[src/ldp_pkg.sv]
// Frame logger shared definitions
package ldp_pkg;

    // ============================================================
    // Bus widths
    // ============================================================

    // Width of the stream data and of the write data bus
    localparam int data_w = 64;

    // One strobe bit per data byte
    localparam int strb_w = data_w / 8;

    // Host address width
    localparam int addr_w = 64;

    // Each frame carries this many metadata beats
    localparam int md_beats = 2;

    // Bytes taken by one metadata copy in its ring
    localparam int md_bytes = md_beats * strb_w;

    // ============================================================
    // Grouped signals
    // ============================================================

    // Static configuration, held stable for the whole run
    typedef struct packed {
        logic [addr_w-1:0] fd0_base;
        logic [addr_w-1:0] fd1_base;
        logic [63:0]       fd_ring_size;
        logic [addr_w-1:0] md0_base;
        logic [addr_w-1:0] md1_base;
        logic [63:0]       md_ring_size;
        logic [addr_w-1:0] fc_addr;
        logic [31:0]       frame_bursts;
    } ldp_cfg_t;

    // One write request on the AW channel
    typedef struct packed {
        logic [addr_w-1:0] addr;
        logic [7:0]        len;
    } aw_req_t;

    // One beat on the W channel
    typedef struct packed {
        logic [data_w-1:0] data;
        logic [strb_w-1:0] strb;
        logic              last;
    } w_beat_t;

endpackage

[src/ldp_aw_sequencer.sv]
// AW channel request sequencer
`timescale 1ns/1ps

module ldp_aw_sequencer #(
    parameter int burst_beats = 8
) (
    input  logic                          clk,
    input  logic                          resetn,
    input  ldp_pkg::ldp_cfg_t             cfg,
    input  logic [31:0]                   frames_started,
    input  logic [ldp_pkg::addr_w-1:0]    fd_addr,
    input  logic [ldp_pkg::addr_w-1:0]    md0_addr,
    input  logic [ldp_pkg::addr_w-1:0]    md1_addr,
    input  logic                          aw_ready,
    output ldp_pkg::aw_req_t              aw,
    output logic                          aw_valid,
    output logic                          fd_step,
    output logic                          md_step
);

    typedef enum logic [2:0] {
        AW_FD_FIRST,
        AW_FD_REST,
        AW_MD0,
        AW_MD1,
        AW_FC
    } aw_state_t;

    aw_state_t   state;
    logic [31:0] frames_issued;
    logic [31:0] bursts_issued;
    logic        aw_hs;

    assign aw_hs = aw_valid && aw_ready;

    // ============================================================
    // Request payload per state
    // ============================================================
    always_comb begin
        aw.addr  = fd_addr;
        aw.len   = 8'(burst_beats - 1);
        aw_valid = 1'b1;
        case (state)
            // Held back until W has started a frame we have not yet issued
            AW_FD_FIRST: aw_valid = (frames_started > frames_issued);
            AW_FD_REST:  aw_valid = 1'b1;
            AW_MD0: begin
                aw.addr = md0_addr;
                aw.len  = 8'(ldp_pkg::md_beats - 1);
            end
            AW_MD1: begin
                aw.addr = md1_addr;
                aw.len  = 8'(ldp_pkg::md_beats - 1);
            end
            AW_FC: begin
                aw.addr = cfg.fc_addr;
                aw.len  = 8'd0;
            end
            default: aw_valid = 1'b0;
        endcase
    end

    // Ring pointers move on accepted requests only
    assign fd_step = aw_hs && (state == AW_FD_FIRST || state == AW_FD_REST);
    assign md_step = aw_hs && (state == AW_FC);

    // ============================================================
    // State transitions
    // ============================================================
    always_ff @(posedge clk) begin
        if (!resetn) begin
            state         <= AW_FD_FIRST;
            frames_issued <= '0;
            bursts_issued <= '0;
        end else if (aw_hs) begin
            case (state)
                AW_FD_FIRST: begin
                    frames_issued <= frames_issued + 32'd1;
                    bursts_issued <= 32'd1;
                    // A one-burst frame goes straight to metadata
                    state <= (cfg.frame_bursts > 32'd1) ? AW_FD_REST : AW_MD0;
                end
                AW_FD_REST: begin
                    bursts_issued <= bursts_issued + 32'd1;
                    if (bursts_issued + 32'd1 >= cfg.frame_bursts) state <= AW_MD0;
                end
                AW_MD0:  state <= AW_MD1;
                AW_MD1:  state <= AW_FC;
                default: state <= AW_FD_FIRST;
            endcase
        end
    end

endmodule

[src/ldp_beat_counter.sv]
// Frame-data beat and burst counter
`timescale 1ns/1ps

module ldp_beat_counter #(
    parameter int burst_beats = 8
) (
    input  logic        clk,
    input  logic        resetn,
    input  logic [31:0] frame_bursts,
    input  logic        beat_take,
    output logic        burst_end,
    output logic        frame_end
);

    localparam int beat_w = $clog2(burst_beats + 1);

    logic [beat_w-1:0] beat_cnt;
    logic [31:0]       burst_cnt;

    // These flag the beat now on offer, taken or not, so last is valid early
    assign burst_end = (beat_cnt == beat_w'(burst_beats - 1));
    assign frame_end = burst_end && (burst_cnt == frame_bursts - 32'd1);

    always_ff @(posedge clk) begin
        if (!resetn) begin
            beat_cnt  <= '0;
            burst_cnt <= '0;
        end else if (beat_take) begin
            if (burst_end) begin
                beat_cnt <= '0;
                // Burst count restarts with each new frame
                if (frame_end) burst_cnt <= '0;
                else           burst_cnt <= burst_cnt + 32'd1;
            end else begin
                beat_cnt <= beat_cnt + 1'b1;
            end
        end
    end

endmodule

[src/ldp_manager.sv]
// Frame logger top level
`timescale 1ns/1ps

module ldp_manager #(
    parameter int burst_beats      = 8,
    parameter int bursts_per_group = 4
) (
    input  logic                          clk,
    input  logic                          resetn,
    input  ldp_pkg::ldp_cfg_t             cfg,

    // Frame-data stream
    input  logic [ldp_pkg::data_w-1:0]    fd_data,
    input  logic                          fd_valid,
    output logic                          fd_ready,

    // Metadata stream
    input  logic [ldp_pkg::data_w-1:0]    md_data,
    input  logic                          md_valid,
    output logic                          md_ready,

    // Write address channel
    output ldp_pkg::aw_req_t              aw,
    output logic                          aw_valid,
    input  logic                          aw_ready,

    // Write data channel
    output ldp_pkg::w_beat_t              w,
    output logic                          w_valid,
    input  logic                          w_ready
);

    // ============================================================
    // Internal wiring
    // ============================================================
    logic                       fd_step;
    logic                       md_step;
    logic [ldp_pkg::addr_w-1:0] fd_addr;
    logic [ldp_pkg::addr_w-1:0] md0_addr;
    logic [ldp_pkg::addr_w-1:0] md1_addr;
    logic                       frame_start;
    logic                       beat_take;
    logic                       burst_end;
    logic                       frame_end;
    logic                       md_full;
    logic [ldp_pkg::data_w-1:0] md_beat0;
    logic [ldp_pkg::data_w-1:0] md_beat1;
    logic [31:0]                frames_started;

    ldp_ring_addr #(
        .burst_beats      (burst_beats),
        .bursts_per_group (bursts_per_group)
    ) u_ring_addr (
        .clk      (clk),
        .resetn   (resetn),
        .cfg      (cfg),
        .fd_step  (fd_step),
        .md_step  (md_step),
        .fd_addr  (fd_addr),
        .md0_addr (md0_addr),
        .md1_addr (md1_addr)
    );

    ldp_md_buffer u_md_buffer (
        .clk         (clk),
        .resetn      (resetn),
        .frame_start (frame_start),
        .md_data     (md_data),
        .md_valid    (md_valid),
        .md_ready    (md_ready),
        .md_full     (md_full),
        .md_beat0    (md_beat0),
        .md_beat1    (md_beat1)
    );

    ldp_beat_counter #(
        .burst_beats (burst_beats)
    ) u_beat_counter (
        .clk          (clk),
        .resetn       (resetn),
        .frame_bursts (cfg.frame_bursts),
        .beat_take    (beat_take),
        .burst_end    (burst_end),
        .frame_end    (frame_end)
    );

    // AW side follows the frame count published by the W side
    ldp_aw_sequencer #(
        .burst_beats (burst_beats)
    ) u_aw_sequencer (
        .clk            (clk),
        .resetn         (resetn),
        .cfg            (cfg),
        .frames_started (frames_started),
        .fd_addr        (fd_addr),
        .md0_addr       (md0_addr),
        .md1_addr       (md1_addr),
        .aw_ready       (aw_ready),
        .aw             (aw),
        .aw_valid       (aw_valid),
        .fd_step        (fd_step),
        .md_step        (md_step)
    );

    ldp_w_sequencer u_w_sequencer (
        .clk            (clk),
        .resetn         (resetn),
        .fd_data        (fd_data),
        .fd_valid       (fd_valid),
        .w_ready        (w_ready),
        .burst_end      (burst_end),
        .frame_end      (frame_end),
        .md_full        (md_full),
        .md_beat0       (md_beat0),
        .md_beat1       (md_beat1),
        .fd_ready       (fd_ready),
        .w              (w),
        .w_valid        (w_valid),
        .beat_take      (beat_take),
        .frame_start    (frame_start),
        .frames_started (frames_started)
    );

endmodule

[src/ldp_md_buffer.sv]
// Metadata capture buffer
`timescale 1ns/1ps

module ldp_md_buffer (
    input  logic                          clk,
    input  logic                          resetn,
    input  logic                          frame_start,
    input  logic [ldp_pkg::data_w-1:0]    md_data,
    input  logic                          md_valid,
    output logic                          md_ready,
    output logic                          md_full,
    output logic [ldp_pkg::data_w-1:0]    md_beat0,
    output logic [ldp_pkg::data_w-1:0]    md_beat1
);

    localparam int idx_w = $clog2(ldp_pkg::md_beats);

    logic                       armed;
    logic [idx_w-1:0]           idx;
    logic [ldp_pkg::data_w-1:0] held [ldp_pkg::md_beats];

    // Capture opens the cycle after the frame begins on W
    assign md_ready = armed;

    always_ff @(posedge clk) begin
        if (!resetn) begin
            armed   <= 1'b0;
            idx     <= '0;
            md_full <= 1'b0;
        end else if (frame_start) begin
            armed   <= 1'b1;
            idx     <= '0;
            md_full <= 1'b0;
        end else if (md_valid && armed) begin
            idx <= idx + 1'b1;
            // The last beat closes the buffer until the next frame
            if (idx == idx_w'(ldp_pkg::md_beats - 1)) begin
                armed   <= 1'b0;
                md_full <= 1'b1;
            end
        end
    end

    // Beats stored in arrival order
    always_ff @(posedge clk) begin
        if (md_valid && armed) held[idx] <= md_data;
    end

    assign md_beat0 = held[0];
    assign md_beat1 = held[1];

endmodule

[src/ldp_ring_addr.sv]
// Ring buffer address pointers
`timescale 1ns/1ps

module ldp_ring_addr #(
    parameter int burst_beats      = 8,
    parameter int bursts_per_group = 4
) (
    input  logic                          clk,
    input  logic                          resetn,
    input  ldp_pkg::ldp_cfg_t             cfg,
    input  logic                          fd_step,
    input  logic                          md_step,
    output logic [ldp_pkg::addr_w-1:0]    fd_addr,
    output logic [ldp_pkg::addr_w-1:0]    md0_addr,
    output logic [ldp_pkg::addr_w-1:0]    md1_addr
);

    // Bytes covered by one frame-data burst
    localparam logic [63:0] fd_burst_bytes = 64'(burst_beats * ldp_pkg::strb_w);

    // The group counter runs over both rings, one group each
    localparam int grp_w = $clog2(2 * bursts_per_group);
    localparam logic [grp_w-1:0] grp_last = grp_w'(2 * bursts_per_group - 1);
    localparam logic [grp_w-1:0] grp_half = grp_w'(bursts_per_group);

    logic [63:0]      fd0_off;
    logic [63:0]      fd1_off;
    logic [63:0]      md_off;
    logic [grp_w-1:0] grp_cnt;
    logic             ring_sel;
    logic [63:0]      fd0_next;
    logic [63:0]      fd1_next;
    logic [63:0]      md_next;

    // Upper half of the group count selects ring 1
    assign ring_sel = (grp_cnt >= grp_half);

    // Next offsets, wrapping to zero at the ring size
    always_comb begin
        fd0_next = fd0_off + fd_burst_bytes;
        fd1_next = fd1_off + fd_burst_bytes;
        md_next  = md_off + 64'(ldp_pkg::md_bytes);
        if (fd0_next >= cfg.fd_ring_size) fd0_next = '0;
        if (fd1_next >= cfg.fd_ring_size) fd1_next = '0;
        if (md_next >= cfg.md_ring_size) md_next = '0;
    end

    always_ff @(posedge clk) begin
        if (!resetn) begin
            fd0_off <= '0;
            fd1_off <= '0;
            md_off  <= '0;
            grp_cnt <= '0;
        end else begin
            if (fd_step) begin
                // Only the ring that took the burst moves on
                if (ring_sel) fd1_off <= fd1_next;
                else          fd0_off <= fd0_next;
                grp_cnt <= (grp_cnt == grp_last) ? '0 : grp_cnt + 1'b1;
            end
            // Both metadata copies share one offset
            if (md_step) md_off <= md_next;
        end
    end

    assign fd_addr  = ring_sel ? cfg.fd1_base + fd1_off : cfg.fd0_base + fd0_off;
    assign md0_addr = cfg.md0_base + md_off;
    assign md1_addr = cfg.md1_base + md_off;

endmodule

[src/ldp_w_sequencer.sv]
// W channel data sequencer
`timescale 1ns/1ps

module ldp_w_sequencer (
    input  logic                          clk,
    input  logic                          resetn,
    input  logic [ldp_pkg::data_w-1:0]    fd_data,
    input  logic                          fd_valid,
    input  logic                          w_ready,
    input  logic                          burst_end,
    input  logic                          frame_end,
    input  logic                          md_full,
    input  logic [ldp_pkg::data_w-1:0]    md_beat0,
    input  logic [ldp_pkg::data_w-1:0]    md_beat1,
    output logic                          fd_ready,
    output ldp_pkg::w_beat_t              w,
    output logic                          w_valid,
    output logic                          beat_take,
    output logic                          frame_start,
    output logic [31:0]                   frames_started
);

    typedef enum logic [2:0] {
        W_FD_FIRST,
        W_FD_REST,
        W_MD00,
        W_MD01,
        W_MD10,
        W_MD11,
        W_FC
    } w_state_t;

    w_state_t    state;
    logic [31:0] frame_cnt;
    logic        in_fd;
    logic        first_offer;
    logic        w_hs;

    assign in_fd       = (state == W_FD_FIRST) || (state == W_FD_REST);
    assign first_offer = (state == W_FD_FIRST) && fd_valid;
    assign w_hs        = w_valid && w_ready;

    // ============================================================
    // W channel mux
    // ============================================================
    always_comb begin
        fd_ready = 1'b0;
        w_valid  = md_full;
        w.data   = md_beat0;
        w.strb   = '1;
        w.last   = 1'b0;
        case (state)
            // Frame data passes straight through with no register
            W_FD_FIRST, W_FD_REST: begin
                fd_ready = w_ready;
                w_valid  = fd_valid;
                w.data   = fd_data;
                w.last   = burst_end;
            end
            W_MD00, W_MD10: w.data = md_beat0;
            W_MD01, W_MD11: begin
                w.data = md_beat1;
                w.last = 1'b1;
            end
            // Counter word is the frame number in both halves
            W_FC: begin
                w_valid = 1'b1;
                w.data  = {frame_cnt, frame_cnt};
                w.last  = 1'b1;
            end
            default: begin
                w_valid = 1'b0;
                w.strb  = '0;
            end
        endcase
    end

    assign beat_take   = in_fd && fd_valid && w_ready;
    assign frame_start = (state == W_FD_FIRST) && fd_valid && w_ready;

    // Counts the frame as soon as its first beat is offered, so AW can start alongside
    assign frames_started = frame_cnt + {31'd0, first_offer};

    // ============================================================
    // State transitions
    // ============================================================
    always_ff @(posedge clk) begin
        if (!resetn) begin
            state     <= W_FD_FIRST;
            frame_cnt <= '0;
        end else if (w_hs) begin
            case (state)
                W_FD_FIRST: begin
                    frame_cnt <= frame_cnt + 32'd1;
                    state     <= frame_end ? W_MD00 : W_FD_REST;
                end
                W_FD_REST: if (frame_end) state <= W_MD00;
                W_MD00:  state <= W_MD01;
                W_MD01:  state <= W_MD10;
                W_MD10:  state <= W_MD11;
                W_MD11:  state <= W_FC;
                default: state <= W_FD_FIRST;
            endcase
        end
    end

endmodule

[config.mk]
export PLATFORM = sky130hd
export DESIGN_NAME = ldp_manager
export DESIGN_NICKNAME = d
export VERILOG_FILES = /design/src/ldp_pkg.sv /design/src/ldp_aw_sequencer.sv /design/src/ldp_beat_counter.sv /design/src/ldp_manager.sv /design/src/ldp_md_buffer.sv /design/src/ldp_ring_addr.sv /design/src/ldp_w_sequencer.sv
export SDC_FILE = /design/constraint.sdc
export NUM_CORES = 2
export LEC_CHECK = 0
export ABC_CLOCK_PERIOD_IN_PS = 5600
export BUFFER_PORTS_ARGS = -buffer_cell sky130_fd_sc_hd__buf_2
export CORE_UTILIZATION = 53
export CTS_CLUSTER_SIZE = 30
export DETAILED_ROUTE_END_ITERATION = 10
export PLACE_DENSITY = 0.79
export SYNTH_ARGS = -nofsm -noshare
export SYNTH_HDL_FRONTEND = slang
export SYNTH_HIERARCHICAL = 1
export SYNTH_SLANG_ARGS = --single-unit
[constraint.sdc]
create_clock -name clk -period 5.6 [get_ports clk]
set_input_delay 0.28 -clock clk [delete_from_list [all_inputs] [get_ports clk]]
set_output_delay 0.28 -clock clk [all_outputs]
set_load 0.01 [all_outputs]
=== Word-level counts from Yosys, hierarchy flattened ===
Memory sizes are Yosys's and may differ from the RTL's.
Index checks and enable logic that the tools add are counted.

* Eq/ne operators: 15
* Reductions and logical operators: 34
* Add/sub/neg operators: 16
* Bitwise gates (word level): 2
* Magnitude comparators: 7
* Multiplexer cells: 26

{| class="wikitable"
|+ Operators with widths
! cell !! count
|-
| adder 64 bit || 4
|-
| two-way mux 64 bit || 4
|-
| one-hot mux 72 bit (3 select lines) || 1
|-
| greater-or-equal comparator 64 bit || 3
|-
| one-hot mux 64 bit (3 select lines) || 1
|-
| adder 32 x 1 -> 32 bit, second input constant || 4
|-
| adder 64 x 7 -> 64 bit, second input constant || 2
|-
| adder 64 x 5 -> 64 bit, second input constant || 1
|-
| one-hot mux 32 bit (2 select lines) || 1
|-
| adder 32 x 1 -> 32 bit || 1
|-
| == test 32 bit || 1
|-
| greater-or-equal comparator 32 bit || 1
|-
| greater-than comparator 32 x 1 -> 1 bit, second input constant || 1
|-
| greater-than comparator 32 bit || 1
|-
| two-way mux 32 bit || 1
|-
| subtractor 32 x 1 -> 32 bit, second input constant || 1
|-
| AND reduction 2 bit || 10
|-
| one-hot mux 3 bit (6 select lines) || 1
|-
| == test 3 bit, second input constant || 5
|-
| == test 3 x 2 -> 1 bit, second input constant || 4
|-
| one-hot mux 3 bit (4 select lines) || 1
|-
| logical AND 1 bit || 10
|-
| two-way mux 3 bit || 3
|-
| two-way mux 8 bit || 1
|-
| other kinds (21) || 37
|}

* Register bits after elaboration: 336
* RAM bits: 128
* Word-level logic and storage cells: 115
* Memories: 1

{| class="wikitable"
|+ Memory list
! memory !! depth !! bits a word !! read ports !! clocked after Yosys merged registers in !! wr ports !! RTL line !! text
|-
| u_md_buffer.held || 2 || 64 || 2 || 0 || 1 || ldp_md_buffer.sv:20 || <nowiki>logic [ldp_pkg::data_w-1:0] held [ldp_pkg::md_beats];</nowiki>
|}

=== Longest topological paths before layout ===
* Depth in word-level cells: 8
* Mapped depth: 30
* Mapped depth without buffers: 23

=== Cells and area by module ===
The synthesis kept the hierarchy.

{| class="wikitable"
|+ By module, submodules not included
! module !! times used !! area an instance (um2) !! cells each !! seq. area each (um2)
|-
| ldp_ring_addr || 1 || 27342.5 || 3709 || 3583.4
|-
| ldp_aw_sequencer || 1 || 8020.2 || 1143 || 1341.3
|-
| ldp_md_buffer || 1 || 3972.6 || 141 || 3903.7
|-
| ldp_w_sequencer || 1 || 3951.3 || 573 || 700.7
|-
| ldp_beat_counter || 1 || 3133.0 || 391 || 720.7
|}

=== Least setup slack after synthesis ===
No wires, ideal clock.

* Kind: register to register
* Start: reg u_w_sequencer.state[0]
* End: reg u_ring_addr.fd0_off[55]
* Required time: 5.483 ns
* Slack: -0.341 ns
* Arrival: 5.824 ns
* Stages on the path, launching flop included: 29
* Path through: dfxtp_1 clkbuf_1 nor3_1 and2_1 ha_1 ha_1 nand3_1 nor4_1 nand3_1 xnor2_1 ha_1 nand4_1 a21oi_1 or4_2 o31ai_1 buf_2 buf_2 inv_1 clkbuf_1 nand2b_1 clkbuf_1 a211oi_1 nand3_1 nor2_1 and4_1 buf_2 buf_4 buf_2 a22o_1

* Longest elaborated chain between the ends: 8

{| class="wikitable"
|+ RTL lines
! item !! RTL line !! text
|-
| start, declared || ldp_w_sequencer.sv:33 || <nowiki>w_state_t state;</nowiki>
|-
| start signal, assigned || ldp_w_sequencer.sv:95 || <nowiki>state <= frame_end ? W_MD00 : W_FD_REST;</nowiki>
|-
| logical NOT 3 bit || ldp_w_sequencer.sv:40 || <nowiki>assign first_offer = (state == W_FD_FIRST) && fd_valid;</nowiki>
|-
| logical AND 1 bit || ldp_w_sequencer.sv:40 ||
|-
| adder 32 x 1 -> 32 bit || ldp_w_sequencer.sv:82 || <nowiki>assign frames_started = frame_cnt + {31'd0, first_offer};</nowiki>
|-
| named net frames_started[30] || ldp_manager.sv:48 || <nowiki>logic [31:0] frames_started;</nowiki>
|-
| greater-than comparator 32 bit || ldp_aw_sequencer.sv:45 || <nowiki>AW_FD_FIRST: aw_valid = (frames_started > frames_issued);</nowiki>
|-
| one-hot mux 1 bit (2 select lines) || ldp_aw_sequencer.sv:43 || <nowiki>case (state)</nowiki>
|-
| logical AND 1 bit || ldp_aw_sequencer.sv:34 || <nowiki>assign aw_hs = aw_valid && aw_ready;</nowiki>
|-
| logical AND 1 bit || ldp_aw_sequencer.sv:64 || <nowiki>assign fd_step = aw_hs && (state == AW_FD_FIRST || state == AW_FD_REST);</nowiki>
|-
| named net fd_step || ldp_manager.sv:36 || <nowiki>logic fd_step;</nowiki>
|-
| AND reduction 2 bit (no line) || n/a ||
|-
| end signal, assigned || ldp_ring_addr.sv:58 || <nowiki>else fd0_off <= fd0_next;</nowiki>
|-
| end, declared || ldp_ring_addr.sv:26 || <nowiki>logic [63:0] fd0_off;</nowiki>
|}

The timed path passes the listed nets, and every way through them passes these cells.
A chain may end at the register's enable or synchronous reset.

==> results.sh <==
export IMPL_ioPinCount=763
export IMPL_grt_max_degree=113
export IMPL_core_area_mm2=0.0868
export IMPL_cp_start_kind="flip-flop"
export IMPL_dp_slack_ns=0.0606
export IMPL_cp_num_cells=14
export IMPL_setup_viol=0
export IMPL_num_vias=50000
export IMPL_cp_data_required_time_ns=5.32
export IMPL_syn_inst=5957
export IMPL_timing_rr_end="u_ring_addr/fd0_off[46]$_SDFFE_PN0P_"
export IMPL_worstMarginPinSlew_ns=1.15
export IMPL_syn_avg_cell_area_um2=7.79
export IMPL_critPathCaptureType="primary output"
export IMPL_slew_viol_final=0
export IMPL_path_clk_slew_ns=0.06
export IMPL_fin_nets=7674
export IMPL_die_y_um=298
export IMPL_ys_ff_latch=448
export IMPL_cts_buffers=51
export IMPL_initial_core_util_pct=53.5
export IMPL_cts_root_buffer="clkbuf_16"
export IMPL_grt_pass1_vias=46200
export IMPL_peakVddDrop_uv=251
export IMPL_synth_edff_count=128
export IMPL_critPathKind="reg -> out"
export IMPL_syn_cell_area_mm2=0.0464
export IMPL_ys_types=119
export IMPL_dp_hpwl_mm=146
export IMPL_status="finished with violations"
export IMPL_drtPass1Iterations=11
export IMPL_layout_area_overhead_vs_synth_pct=15.5
export IMPL_grt_use_total_pct=39.5
export IMPL_cp_num_buf_inv=1
export IMPL_rsz0062_at_grt="false"
export IMPL_clockBufferDepth=3
export IMPL_power_leakage_nw=24.2
export IMPL_relSlewSlack_pct=23.2
export IMPL_crit_path_start="u_ring_addr/fd0_off[9]$_SDFFE_PN0P_"
export IMPL_path_delay_family="compound AO/OA/AOI/OAI gates"
export IMPL_drcViolationCount=2
export IMPL_final_cell_area_mm2=0.0536
export IMPL_r2r_start="u_ring_addr/fd0_off[9]$_SDFFE_PN0P_"
export IMPL_hold_ws_ns=0.0748
export IMPL_die_w_um=298
export IMPL_crit_fanout=8
export IMPL_reg2regPathDepth=21
export IMPL_place_area_mm2=0.0510
export IMPL_stdcell_count=7793
export IMPL_arrival_ns=5.18
export IMPL_rows=108
export IMPL_cts_max_level=2
export IMPL_cap_violations=0
export IMPL_clock_sinks=448
export IMPL_fin_worst_skew_ns=0.0612
export IMPL_p_per_area_mw_per_mm2=182
export IMPL_drive_above_1_share_pct=16.6
export IMPL_placement_io_buffers=757
export IMPL_grt_pass1_wl_mm=274
export IMPL_min_period_over_period_pct=97.5
export IMPL_cp_endpoint="aw[68]"
export IMPL_yosys_most_used_dff="dfxtp_1"
export IMPL_yosysWarnings=6
export IMPL_antenna_found_initial=39
export IMPL_grt_overflow=0
export IMPL_period_minus_slack_ns=5.46
export IMPL_regToRegSetupSlack_ns=0.26
export IMPL_seq_area_frac_synth_pct=22.1
export IMPL_die_area_mm2=0.0888
export IMPL_hold_viol_final=0
export IMPL_crit_path_top_delay_cell="a2111oi_2"
export IMPL_vias_per_cell=6.41
export IMPL_design_power_total_w=0.00978
export IMPL_clock_latency_ns=0.66
export IMPL_cp_slowest_stage_delay_ns=0.54
export IMPL_ant_nets=0
export IMPL_cts_tree="built"
export IMPL_drt_wl_total_mm=185
export IMPL_drt_initial_drc_count=5375
export IMPL_hold_path_class="in -> reg"
export IMPL_final_setup_worst_slack_ns=0.140
export IMPL_crit_chain="ha_1 -> a21oi_1 -> o211ai_1 -> a2111oi_2 -> o211ai_1 -> a31oi_1 -> nor2_1 -> o31ai_2 -> o41ai_1 -> xnor2_1 -> o32ai_1 -> o21ai_0 -> o21ai_0 -> buf_2"
export IMPL_async_reset_ff_share_pct=0
export IMPL_violations="DRC"
export IMPL_globalplace_congestion=1.01
export IMPL_fmax_mhz=183
export IMPL_dp_cells=7604
export IMPL_wl_per_cell_um=23.7
==> logic make-up after synthesis <==
kind of cell,share of synthesized area [%]
and+or+nand+nor,22.3
AOI/OAI and AO/OA,24.7
buffers and inverters,5.31
xor gates and xnor gates,10.1
adders and majority gates,13.2
DFF,22.1
muxes,2.33
other,0.00808
==> worst min-delay path by stage <==
stage	slack (ns)	end	from	depth (start not counted)
after CTS	0.05	u_md_buffer/md_ready$_SDFFE_PN0P_	fd_valid	3
after global placement	0.44	u_aw_sequencer/frames_issued[30]$_SDFFE_PN0P_	u_aw_sequencer/frames_issued[30]$_SDFFE_PN0P_	2
after detailed placement	0.46	u_aw_sequencer/frames_issued[31]$_SDFFE_PN0P_	u_aw_sequencer/frames_issued[31]$_SDFFE_PN0P_	2
final	0.07	u_md_buffer/md_ready$_SDFFE_PN0P_	fd_valid	3
after floorplan	0.38	u_md_buffer/held[0][0]$_DFFE_PP_	md_data[0]	0
after global routing	0.09	u_md_buffer/md_ready$_SDFFE_PN0P_	fd_valid	3
==> layout by cell type, fill, tap and decap left out, drive strengths merged, types with 26 or more instances in the layout <==
cell         netlist  routed
buf               70     841
nand2            564     564
a21oi            517     517
ha               489     489
o21ai            413     413
nor2             403     403
dfxtp            320     320
xnor2            309     309
inv              264     266
nand3            232     232
xor2             224     224
a21o             194     194
nand4            185     185
edfxtp           128     128
or3              112     112
mux2i             99      99
o211ai            92      92
nor3              87      87
and3              81      81
a31oi             68      68
dlygate4sd3        1      66
clkbuf           278      65
a222oi            64      64
nor4              60      60
a22o              56      56
nor2b             54      54
o31ai             51      51
and4              49      49
nand2b            44      44
or4               39      39
o21bai            35      35
o21a              34      34
and2              33      33
a211oi            29      29
a32oi             26      26
==> cells in the mapped netlist (all sizes together) (49+ instances only) <==
master / number / share of area [%]
and4: 49 / 0.93
o31ai: 51 / 0.86
a21oi: 517 / 5.8
inv: 264 / 2.1
a222oi: 64 / 1.4
nor3: 87 / 1.0
nor2b: 54 / 0.73
nor2: 403 / 3.3
mux2i: 99 / 2.1
nand3: 232 / 2.5
xnor2: 309 / 5.8
or3: 112 / 1.5
nor4: 60 / 1.1
ha: 489 / 13
o211ai: 92 / 1.5
a22o: 56 / 1.1
nand4: 185 / 2.7
edfxtp: 128 / 8.3
a21o: 194 / 3.1
clkbuf: 278 / 2.3
nand2: 564 / 4.6
and3: 81 / 1.1
buf: 70 / 0.87
xor2: 224 / 4.2
dfxtp: 320 / 14
o21ai: 413 / 4.5
a31oi: 68 / 0.92
==> worst register-to-register path: stages, from the launching register on <==
cell and delay [ns]:
dfxtp_1 0.49, nand4_1 0.16, nor2_1 0.27, nand4_2 0.28, nor2_1 0.31, nand2_1 0.17
nor3_1 0.44, nand3_1 0.16, xnor2_1 0.54, ha_1 0.24, nand2_1 0.07, nor4_1 0.22
buf_4 0.17, nand2_1 0.05, nor3_1 0.56, a211oi_1 0.18, nand3_1 0.12, nor2_1 0.06
and4_1 0.21, buf_12 0.18, a21o_1 0.24, a22o_1 0.17
==> power breakdown <==
| group | switching, W | internal, W | total (W) |
|---|---|---|---|
| clock network | 0.00157 | 0.00207 | 0.00364 |
| logic | 0.00171 | 0.000938 | 0.00265 |
| registers | 0.000115 | 0.00338 | 0.00349 |
| total | 0.00339 | 0.00638 | 0.00978 |
==> layout make-up <==
class / count / area [um^2]
fill: 7808 / 33100
sequential: 448 / 10300
clock buffer: 65 / 1400
antenna: 24 / 60.1
inverter: 266 / 1000
timing repair buffer: 907 / 5170
tap: 1155 / 1450
multi-input combinational: 4897 / 33900
clock inverter: 31 / 400
==> metal layers <==
metal / up-vias / share of wire [%] / global-route usage (%)
li1: 23300 / - / -
met5: - / 0.080 / 0
met4: 24 / 6.8 / 24.1
met1: 23500 / 38 / 47.5
met2: 2579 / 46 / 64.5
met3: 601 / 9.4 / 8.05
==> sequential cells by signal, indices dropped and copies added (netlist names), 4 cells and up <==
register,flops
u_md_buffer/held,128
u_aw_sequencer/bursts_issued,32
u_w_sequencer/frame_cnt,32
u_ring_addr/md_off,60
u_beat_counter/burst_cnt,32
u_beat_counter/beat_cnt,4
u_ring_addr/fd0_off,58
u_aw_sequencer/frames_issued,32
u_ring_addr/fd1_off,58
==> what timing repair did <==
item / 4_1_cts / 5_1_grt
endpoints found under the hold margin: 135 / 0
gates cloned: 0 / 0
setup buffers: 0 / 3
gates resized for setup: 1 / 15
hold buffers: 66 / 0
setup endpoints to repair: 1 / 122
==> through the flow <==
step / utilization (%) / TNS (ns)
CTS: 61.6 / 0
finish: 61.8 / 0
detailed placement: 58.8 / 0
global placement: 58.8 / 0
floorplan: - / -0.171
global route: 61.8 / 0
Power figures use the tool's default switching activity.
